`src/hw/eth_rx_pkg.sv`:
```
////////////////////
// Byte, color and Ethernet framing constants
// Shared 12-bit color word type
////////////////////
package eth_rx_pkg;

	// Byte and color widths
	localparam int BYTE_LEN = 8;
	localparam int COLOR_CHANNEL_LEN = 4;
	// Red, green and blue channels packed high to low
	localparam int COLOR_LEN = 3 * COLOR_CHANNEL_LEN;

	typedef logic [COLOR_LEN-1:0] color_t;

	// Ethernet preamble and start-of-frame delimiter
	localparam logic [BYTE_LEN-1:0] PREAMBLE_BYTE = 8'h55;
	localparam logic [BYTE_LEN-1:0] SFD_BYTE = 8'hD5;
	// Longest preamble accepted before the delimiter
	localparam int MAX_PREAMBLE_LEN = 7;

	// Destination and source MAC addresses together
	localparam int ETH_MAC_HDR_LEN = 12;
	localparam int ETH_ETHERTYPE_LEN = 2;

	// Ethertype that marks an FGP frame, sent most significant byte first
	localparam logic [ETH_ETHERTYPE_LEN*BYTE_LEN-1:0] ETHERTYPE_FGP = 16'h8FF0;

endpackage

```
`src/hw/rmii_byte_assembler.sv`:
```
////////////////////
// RMII dibit to byte assembler
////////////////////
`timescale 1ns/1ps

module rmii_byte_assembler (
	input  logic clk,
	input  logic eth_rx_downstream_rst,
	input  logic crs_dv,
	input  logic [1:0] rxd,
	output logic byte_valid,
	output logic [eth_rx_pkg::BYTE_LEN-1:0] byte_data,
	output logic frame_end
);
	import eth_rx_pkg::*;

	// First three dibits of the byte being received
	logic [BYTE_LEN-3:0] partial_byte;
	logic [1:0] dibit_cnt;
	logic crs_dv_d;

	always_ff @(posedge clk) begin
		if (eth_rx_downstream_rst) begin
			crs_dv_d <= 1'b0;
			dibit_cnt <= 2'd0;
			byte_valid <= 1'b0;
			frame_end <= 1'b0;
		end else begin
			crs_dv_d <= crs_dv;
			frame_end <= crs_dv_d && !crs_dv;
			byte_valid <= crs_dv && crs_dv_d && (dibit_cnt == 2'd3);
			if (crs_dv && crs_dv_d) begin
				dibit_cnt <= dibit_cnt + 2'd1;
			end else if (crs_dv) begin
				// Rising crs_dv carries dibit 0 of the first byte
				dibit_cnt <= 2'd1;
			end else begin
				dibit_cnt <= 2'd0;
			end
		end
	end

	// Least significant dibit arrives first, so shift in from the top
	always_ff @(posedge clk) begin
		if (crs_dv) begin
			partial_byte <= {rxd, partial_byte[BYTE_LEN-3:2]};
			if (crs_dv_d && dibit_cnt == 2'd3) begin
				byte_data <= {rxd, partial_byte};
			end
		end
	end

endmodule

```
`src/hw/eth_frame_parser.sv`:
```
////////////////////
// Ethernet frame parser: preamble check,
// MAC header skip and ethertype filter
////////////////////
`timescale 1ns/1ps

module eth_frame_parser (
	input  logic clk,
	input  logic eth_rx_downstream_rst,
	input  logic byte_valid,
	input  logic [eth_rx_pkg::BYTE_LEN-1:0] byte_data,
	input  logic frame_end,
	output logic payload_valid,
	output logic [eth_rx_pkg::BYTE_LEN-1:0] payload_data,
	output logic payload_start,
	output logic frame_err
);
	import eth_rx_pkg::*;

	localparam logic [2:0] ST_PREAMBLE = 3'd0;
	localparam logic [2:0] ST_HEADER = 3'd1;
	localparam logic [2:0] ST_ETHERTYPE = 3'd2;
	localparam logic [2:0] ST_PAYLOAD = 3'd3;
	localparam logic [2:0] ST_DISCARD = 3'd4;

	logic [2:0] state;
	// Counts preamble, header or ethertype bytes depending on state
	logic [3:0] field_cnt;
	logic first_payload;
	// Ethertype byte that came first
	logic [BYTE_LEN-1:0] type_hi;

	always_ff @(posedge clk) begin
		if (eth_rx_downstream_rst) begin
			state <= ST_PREAMBLE;
			field_cnt <= 4'd0;
			first_payload <= 1'b0;
			payload_valid <= 1'b0;
			payload_start <= 1'b0;
			frame_err <= 1'b0;
		end else begin
			payload_valid <= 1'b0;
			payload_start <= 1'b0;
			frame_err <= 1'b0;
			if (frame_end) begin
				state <= ST_PREAMBLE;
				field_cnt <= 4'd0;
				first_payload <= 1'b0;
			end else if (byte_valid) begin
				case (state)
					ST_PREAMBLE: begin
						if (byte_data == SFD_BYTE) begin
							state <= ST_HEADER;
							field_cnt <= 4'd0;
						end else if (byte_data == PREAMBLE_BYTE &&
								field_cnt < 4'(MAX_PREAMBLE_LEN)) begin
							field_cnt <= field_cnt + 4'd1;
						end else begin
							// Bad byte or preamble too long
							frame_err <= 1'b1;
							state <= ST_DISCARD;
						end
					end
					ST_HEADER: begin
						if (field_cnt == 4'(ETH_MAC_HDR_LEN - 1)) begin
							state <= ST_ETHERTYPE;
							field_cnt <= 4'd0;
						end else begin
							field_cnt <= field_cnt + 4'd1;
						end
					end
					ST_ETHERTYPE: begin
						if (field_cnt == 4'(ETH_ETHERTYPE_LEN - 1)) begin
							first_payload <= 1'b1;
							if ({type_hi, byte_data} == ETHERTYPE_FGP) begin
								state <= ST_PAYLOAD;
							end else begin
								state <= ST_DISCARD;
							end
						end else begin
							field_cnt <= field_cnt + 4'd1;
						end
					end
					ST_PAYLOAD: begin
						payload_valid <= 1'b1;
						payload_start <= first_payload;
						first_payload <= 1'b0;
					end
					default: begin
						// Discard until frame_end
					end
				endcase
			end
		end
	end

	always_ff @(posedge clk) begin
		if (byte_valid) begin
			type_hi <= byte_data;
			payload_data <= byte_data;
		end
	end

endmodule

```
`src/hw/fgp_rx.sv`:
```
////////////////////
// FGP packet splitter: offset byte and data block
////////////////////
`timescale 1ns/1ps

module fgp_rx #(
	parameter int FGP_DATA_LEN_COLORS = 64
) (
	input  logic clk,
	input  logic eth_rx_downstream_rst,
	input  logic payload_valid,
	input  logic [eth_rx_pkg::BYTE_LEN-1:0] payload_data,
	input  logic payload_start,
	input  logic frame_end,
	output logic offset_valid,
	output logic [eth_rx_pkg::BYTE_LEN-1:0] offset_data,
	output logic data_valid,
	output logic [eth_rx_pkg::BYTE_LEN-1:0] data_byte
);

	// Two colors take three bytes
	localparam int DATA_LEN_BYTES = FGP_DATA_LEN_COLORS * 3 / 2;
	localparam int CNT_W = $clog2(DATA_LEN_BYTES);

	logic [CNT_W-1:0] data_cnt;
	logic data_active;

	always_ff @(posedge clk) begin
		if (eth_rx_downstream_rst) begin
			offset_valid <= 1'b0;
			data_valid <= 1'b0;
			data_active <= 1'b0;
			data_cnt <= '0;
		end else begin
			offset_valid <= 1'b0;
			data_valid <= 1'b0;
			if (frame_end) begin
				data_active <= 1'b0;
			end else if (payload_valid && payload_start) begin
				// First payload byte is the offset
				offset_valid <= 1'b1;
				data_active <= 1'b1;
				data_cnt <= '0;
			end else if (payload_valid && data_active) begin
				data_valid <= 1'b1;
				if (data_cnt == CNT_W'(DATA_LEN_BYTES - 1)) begin
					// Block complete, anything after it is dropped
					data_active <= 1'b0;
				end else begin
					data_cnt <= data_cnt + 1'b1;
				end
			end
		end
	end

	always_ff @(posedge clk) begin
		if (payload_valid && payload_start) begin
			offset_data <= payload_data;
		end
		if (payload_valid) begin
			data_byte <= payload_data;
		end
	end

endmodule

```
`src/hw/bytes_to_colors.sv`:
```
////////////////////
// Byte to 12-bit color repacker
////////////////////
`timescale 1ns/1ps

module bytes_to_colors (
	input  logic clk,
	input  logic eth_rx_downstream_rst,
	input  logic data_valid,
	input  logic [eth_rx_pkg::BYTE_LEN-1:0] data_byte,
	input  logic frame_end,
	output logic color_valid,
	output eth_rx_pkg::color_t color
);
	import eth_rx_pkg::*;

	// Position of the next byte within its group of three
	logic [1:0] phase;
	// Previous byte of the group
	logic [BYTE_LEN-1:0] partial;

	always_ff @(posedge clk) begin
		if (eth_rx_downstream_rst) begin
			phase <= 2'd0;
			color_valid <= 1'b0;
		end else begin
			color_valid <= 1'b0;
			if (frame_end) begin
				// A group cut short by the frame end is lost
				phase <= 2'd0;
			end else if (data_valid) begin
				color_valid <= (phase != 2'd0);
				if (phase == 2'd2) begin
					phase <= 2'd0;
				end else begin
					phase <= phase + 2'd1;
				end
			end
		end
	end

	always_ff @(posedge clk) begin
		if (data_valid) begin
			partial <= data_byte;
			if (phase == 2'd1) begin
				// Color A: byte 0 then upper nibble of byte 1
				color <= {partial, data_byte[BYTE_LEN-1 -: COLOR_CHANNEL_LEN]};
			end else if (phase == 2'd2) begin
				// Color B: lower nibble of byte 1 then byte 2
				color <= {partial[COLOR_CHANNEL_LEN-1:0], data_byte};
			end
		end
	end

endmodule

```
`src/hw/vram_stream_writer.sv`:
```
////////////////////
// Video RAM write port driver
////////////////////
`timescale 1ns/1ps

module vram_stream_writer #(
	parameter int FGP_DATA_LEN_COLORS = 64,
	parameter int VRAM_ADDR_WIDTH = 14
) (
	input  logic clk,
	input  logic eth_rx_downstream_rst,
	input  logic offset_valid,
	input  logic [eth_rx_pkg::BYTE_LEN-1:0] offset_data,
	input  logic color_valid,
	input  eth_rx_pkg::color_t color,
	output logic vram_we,
	output logic [VRAM_ADDR_WIDTH-1:0] vram_waddr,
	output eth_rx_pkg::color_t vram_wdata
);

	// Address of the next color to write
	logic [VRAM_ADDR_WIDTH-1:0] wr_addr;

	always_ff @(posedge clk) begin
		if (eth_rx_downstream_rst) begin
			wr_addr <= '0;
			vram_we <= 1'b0;
		end else begin
			vram_we <= color_valid;
			if (offset_valid) begin
				// Packet k fills colors k*N .. k*N+N-1, wrapping at the RAM size
				wr_addr <= VRAM_ADDR_WIDTH'(int'(offset_data) * FGP_DATA_LEN_COLORS);
			end else if (color_valid) begin
				wr_addr <= wr_addr + 1'b1;
			end
		end
	end

	always_ff @(posedge clk) begin
		if (color_valid) begin
			vram_waddr <= wr_addr;
			vram_wdata <= color;
		end
	end

endmodule

```
`src/hw/eth_rx_vram_top.sv`:
```
////////////////////
// RMII receive to video RAM top level
////////////////////
`timescale 1ns/1ps

module eth_rx_vram_top #(
	parameter int FGP_DATA_LEN_COLORS = 64,
	parameter int VRAM_ADDR_WIDTH = 14
) (
	input  logic clk,
	input  logic eth_rx_downstream_rst,
	input  logic crs_dv,
	input  logic [1:0] rxd,
	output logic vram_we,
	output logic [VRAM_ADDR_WIDTH-1:0] vram_waddr,
	output eth_rx_pkg::color_t vram_wdata,
	output logic frame_err
);
	import eth_rx_pkg::*;

	logic byte_valid;
	logic [BYTE_LEN-1:0] byte_data;
	logic frame_end;

	logic payload_valid;
	logic [BYTE_LEN-1:0] payload_data;
	logic payload_start;

	logic offset_valid;
	logic [BYTE_LEN-1:0] offset_data;
	logic data_valid;
	logic [BYTE_LEN-1:0] data_byte;

	logic color_valid;
	color_t color;

	rmii_byte_assembler rmii_byte_assembler_i (
		.clk(clk),
		.eth_rx_downstream_rst(eth_rx_downstream_rst),
		.crs_dv(crs_dv),
		.rxd(rxd),
		.byte_valid(byte_valid),
		.byte_data(byte_data),
		.frame_end(frame_end)
	);

	eth_frame_parser eth_frame_parser_i (
		.clk(clk),
		.eth_rx_downstream_rst(eth_rx_downstream_rst),
		.byte_valid(byte_valid),
		.byte_data(byte_data),
		.frame_end(frame_end),
		.payload_valid(payload_valid),
		.payload_data(payload_data),
		.payload_start(payload_start),
		.frame_err(frame_err)
	);

	fgp_rx #(
		.FGP_DATA_LEN_COLORS(FGP_DATA_LEN_COLORS)
	) fgp_rx_i (
		.clk(clk),
		.eth_rx_downstream_rst(eth_rx_downstream_rst),
		.payload_valid(payload_valid),
		.payload_data(payload_data),
		.payload_start(payload_start),
		.frame_end(frame_end),
		.offset_valid(offset_valid),
		.offset_data(offset_data),
		.data_valid(data_valid),
		.data_byte(data_byte)
	);

	bytes_to_colors bytes_to_colors_i (
		.clk(clk),
		.eth_rx_downstream_rst(eth_rx_downstream_rst),
		.data_valid(data_valid),
		.data_byte(data_byte),
		.frame_end(frame_end),
		.color_valid(color_valid),
		.color(color)
	);

	vram_stream_writer #(
		.FGP_DATA_LEN_COLORS(FGP_DATA_LEN_COLORS),
		.VRAM_ADDR_WIDTH(VRAM_ADDR_WIDTH)
	) vram_stream_writer_i (
		.clk(clk),
		.eth_rx_downstream_rst(eth_rx_downstream_rst),
		.offset_valid(offset_valid),
		.offset_data(offset_data),
		.color_valid(color_valid),
		.color(color),
		.vram_we(vram_we),
		.vram_waddr(vram_waddr),
		.vram_wdata(vram_wdata)
	);

endmodule

```
`config.mk`:
```
export PLATFORM = sky130hd
export DESIGN_NAME = eth_rx_vram_top
export DESIGN_NICKNAME = d
export VERILOG_FILES = /design/src/hw/eth_rx_pkg.sv /design/src/hw/rmii_byte_assembler.sv /design/src/hw/eth_frame_parser.sv /design/src/hw/fgp_rx.sv /design/src/hw/bytes_to_colors.sv /design/src/hw/vram_stream_writer.sv /design/src/hw/eth_rx_vram_top.sv
export SDC_FILE = /design/constraint.sdc
export NUM_CORES = 1
export LEC_CHECK = 0
export BUFFER_PORTS_ARGS = -buffer_cell sky130_fd_sc_hd__buf_2
export CORE_MARGIN = 2
export CORE_UTILIZATION = 39
export CTS_CLUSTER_DIAMETER = 30
export CTS_CLUSTER_SIZE = 16
export DETAILED_ROUTE_END_ITERATION = 8
export PLACE_DENSITY_LB_ADDON = 0.12
export SLEW_MARGIN = 0
export SYNTH_ARGS = -nofsm -noshare
export SYNTH_HDL_FRONTEND = slang
export SYNTH_SLANG_ARGS = --single-unit
```
`constraint.sdc`:
```
create_clock -name clk -period 5.2 [get_ports clk]
set_input_delay 0.52 -clock clk [delete_from_list [all_inputs] [get_ports clk]]
set_output_delay 0.52 -clock clk [all_outputs]
set_load 0.03 [all_outputs]
```
==> metrics.csv <==
metric,value,unit
vias after detailed routing,2739,
remaining routing DRC violations,0,
nets,395,
CP Capture Type,register,
"commonest cells after routing, fill and taps aside","84 x edfxtp_1, 44 x dfxtp_1, 32 x buf_2",
post-cts resize count,0,
Max clock buf depth,2,
RD Place Congestion,0.820,
Seq cells post-synth,128,
slew margin rel.,56.4,%
largest net degree at the start of global routing,34,
CTS sink cnt,128,
Routed WL,7.53,mm
"most common cell after layout, fill and taps aside",edfxtp_1,
DIE WIDTH,115,um
hpwl dp,5.04,mm
# rows,40,
Inst Count DP,531,
Critical path buffers and inverters,0,
initial antenna violation count,0,
"slowest stage delay, CP",0.63,ns
Core ar.,12100,sq um
Final min period,1.92,ns
setup_tns,0,ns
# hold bufs at CTS,0,
worst setup margin,3.28,ns
setup repair bufs after CTS,0,
drt pass-1 iters,4,
share of synthesized registers carrying an async set or reset,0,%
worst-path cell chain,"nand2_1, a21o_1, or4_1, a21oi_1",
WL/cell,13.4,um
Worst Setup Path Type,reg -> reg,
"CP delay by family, top",simple AND/OR/NAND/NOR gates,
CTS Root Cell,clkbuf_16,
# setup viols final,0,
dpl ws,3.31,ns
Final Hold Slack,0.297,ns
unrepaired setup endpoints after global routing,no,
port bufs,32,
layout cells sized above 1,21.5,%
fin util,48.7,%
YS warnings,0,
GRT Total Usage,12.7,%
CP startpoint kind,register,
FF/Latch Area,3400,sq um
vias in the first global route,2587,
number of synthesized flops with an enable pin,84,
area of the multi-input gates,1350,sq um
CTS tree,done,
Non-Filler Instances,563,
top-level I/O count,33,
first-pass GRT wire length,12.7,mm
Synth Area per Inst,14.3,sq um
sequential area share after synthesis,70.4,%
slowest CP cell,dfxtp_1,
worst slew pin tran,0.652,ns
CTS H-tree depth,4,
VDD IR max,0.213,mV
"Slew Viols, Final",0,
P_leak,2.04,nW
die height,115,um
Synth Instances,339,
1st-iter DRT viols,165,
Synth Flop Type,edfxtp_1,
Area Overhead vs Synth,21.6,%
total CTS buffers,17,
Max Clk Rate,522,MHz
"Clk Latency, worst-skew pair",0.41,ns
die footprint,13300,sq um
Clock transition at path regs,0.06,ns
power density cells,424,nW/um^2
Starting Density,40.1,%
CP Data Required Time,5.54,ns
number of fill cells in the layout,1047,
MaxCap Viol Count,0,
Worst Path Max Fanout,12,
Mapped Area,4830,sq um
WP data arrival,2.26,ns
Tcrit/Tclk final,36.9,%
Hold Crit Class,in -> reg,
antenna-violating nets left,0,
Inserted Diodes,0,
final global-route overflow total,0,
syn nets,352,
Hold Fails Final Rpt,0,
status,"finished, final reports clean",
post-synth cell types,57,
Vias/cell,4.87,
Fin Clk Skew,0.00439,ns
## metal layers
metal	track usage, %	vias to the layer above	part of all wire, %
met1	16.0	1312	48
met5	0	-	0
met3	4.59	18	3.1
li1	-	1361	-
met2	19.0	48	47
met4	7.47	0	2.6
## where the power goes
part | leakage (nW) | internal [mW] | total [mW] | switching, mW
Combinational | 0.579 | 0.00352 | 0.0132 | 0.00970
Clock | 0.339 | 0.956 | 1.40 | 0.443
Sequential | 1.12 | 1.08 | 1.08 | 0.00270
## cells in the mapped netlist (3+ instances only)
library cell  count  area [sq um]
xnor2_1           9          78.8
nand4_1           7          43.8
mux2i_1          10           100
and3_1            4          25.0
clkbuf_1          5          18.8
nor2_1           29           109
o21ai_0           4          20.0
buf_2             3          15.0
inv_1            10          37.5
xor2_1            7          61.3
a21oi_1           9          45.0
nor3_1            5          25.0
dfxtp_1          44           881
nor3b_1           3          22.5
ha_1              8           100
and2_1            4          25.0
edfxtp_1         84          2520
nand3_1           7          35.0
mux2_2           12           135
nor2b_1           8          50.1
or2_2             3          18.8
nand2_1          16          60.1
o31ai_1           4          30.0
## flip-flops by register name, summed over array words and instances (netlist names), 2 cells and up
signal	flops
vram_stream_writer_i.vram_waddr	14
rmii_byte_assembler_i.partial_byte	6
fgp_rx_i.data_byte	8
bytes_to_colors_i.color	12
fgp_rx_i.offset_data	8
bytes_to_colors_i.phase	2
rmii_byte_assembler_i.byte_data	8
fgp_rx_i.data_cnt	7
eth_frame_parser_i.payload_data	8
rmii_byte_assembler_i.dibit_cnt	2
vram_stream_writer_i.wr_addr	14
eth_frame_parser_i.field_cnt	4
eth_frame_parser_i.state	3
vram_stream_writer_i.vram_wdata	12
bytes_to_colors_i.partial	8
## through the flow
step	total power [mW]	instance area, sq um
final	2.49	5880
after global placement	1.12	5170
after CTS	2.52	5880
after floorplan	1.11	4830
after detailed placement	1.12	5170
after global routing	2.56	5880
## logic make-up after synthesis
kind of cell,count (synthesis),synth area share (%)
AOI/OAI and AO/OA,39,5.88
xor gates and xnor gates,16,2.90
adders and majority gates,8,2.07
buffers and inverters,19,1.55
DFF,128,70.4
muxes,22,4.87
and+or+nand+nor,107,12.3
## area by class of cell
type,count,area share (%)
inverter,10,0.639
clock buffer,17,7.24
sequential,128,57.9
clock inverter,15,4.75
multi-input combinational,192,23.0
tap,168,3.58
timing repair buffer,33,2.85
## worst paths after layout
kind / to / cells past startpoint / start / slack, ns
max: fgp_rx_i.data_cnt[5] / 4 / eth_frame_parser_i.payload_valid / 3.28
min: rmii_byte_assembler_i.partial_byte[4] / 1 / rxd[0] / 0.30
max reg2reg: fgp_rx_i.data_cnt[5] / 4 / eth_frame_parser_i.payload_valid / 3.28
min reg2reg: vram_stream_writer_i.vram_wdata[3] / 0 / bytes_to_colors_i.color[3] / 0.42
(Power assumes the default switching activity.)
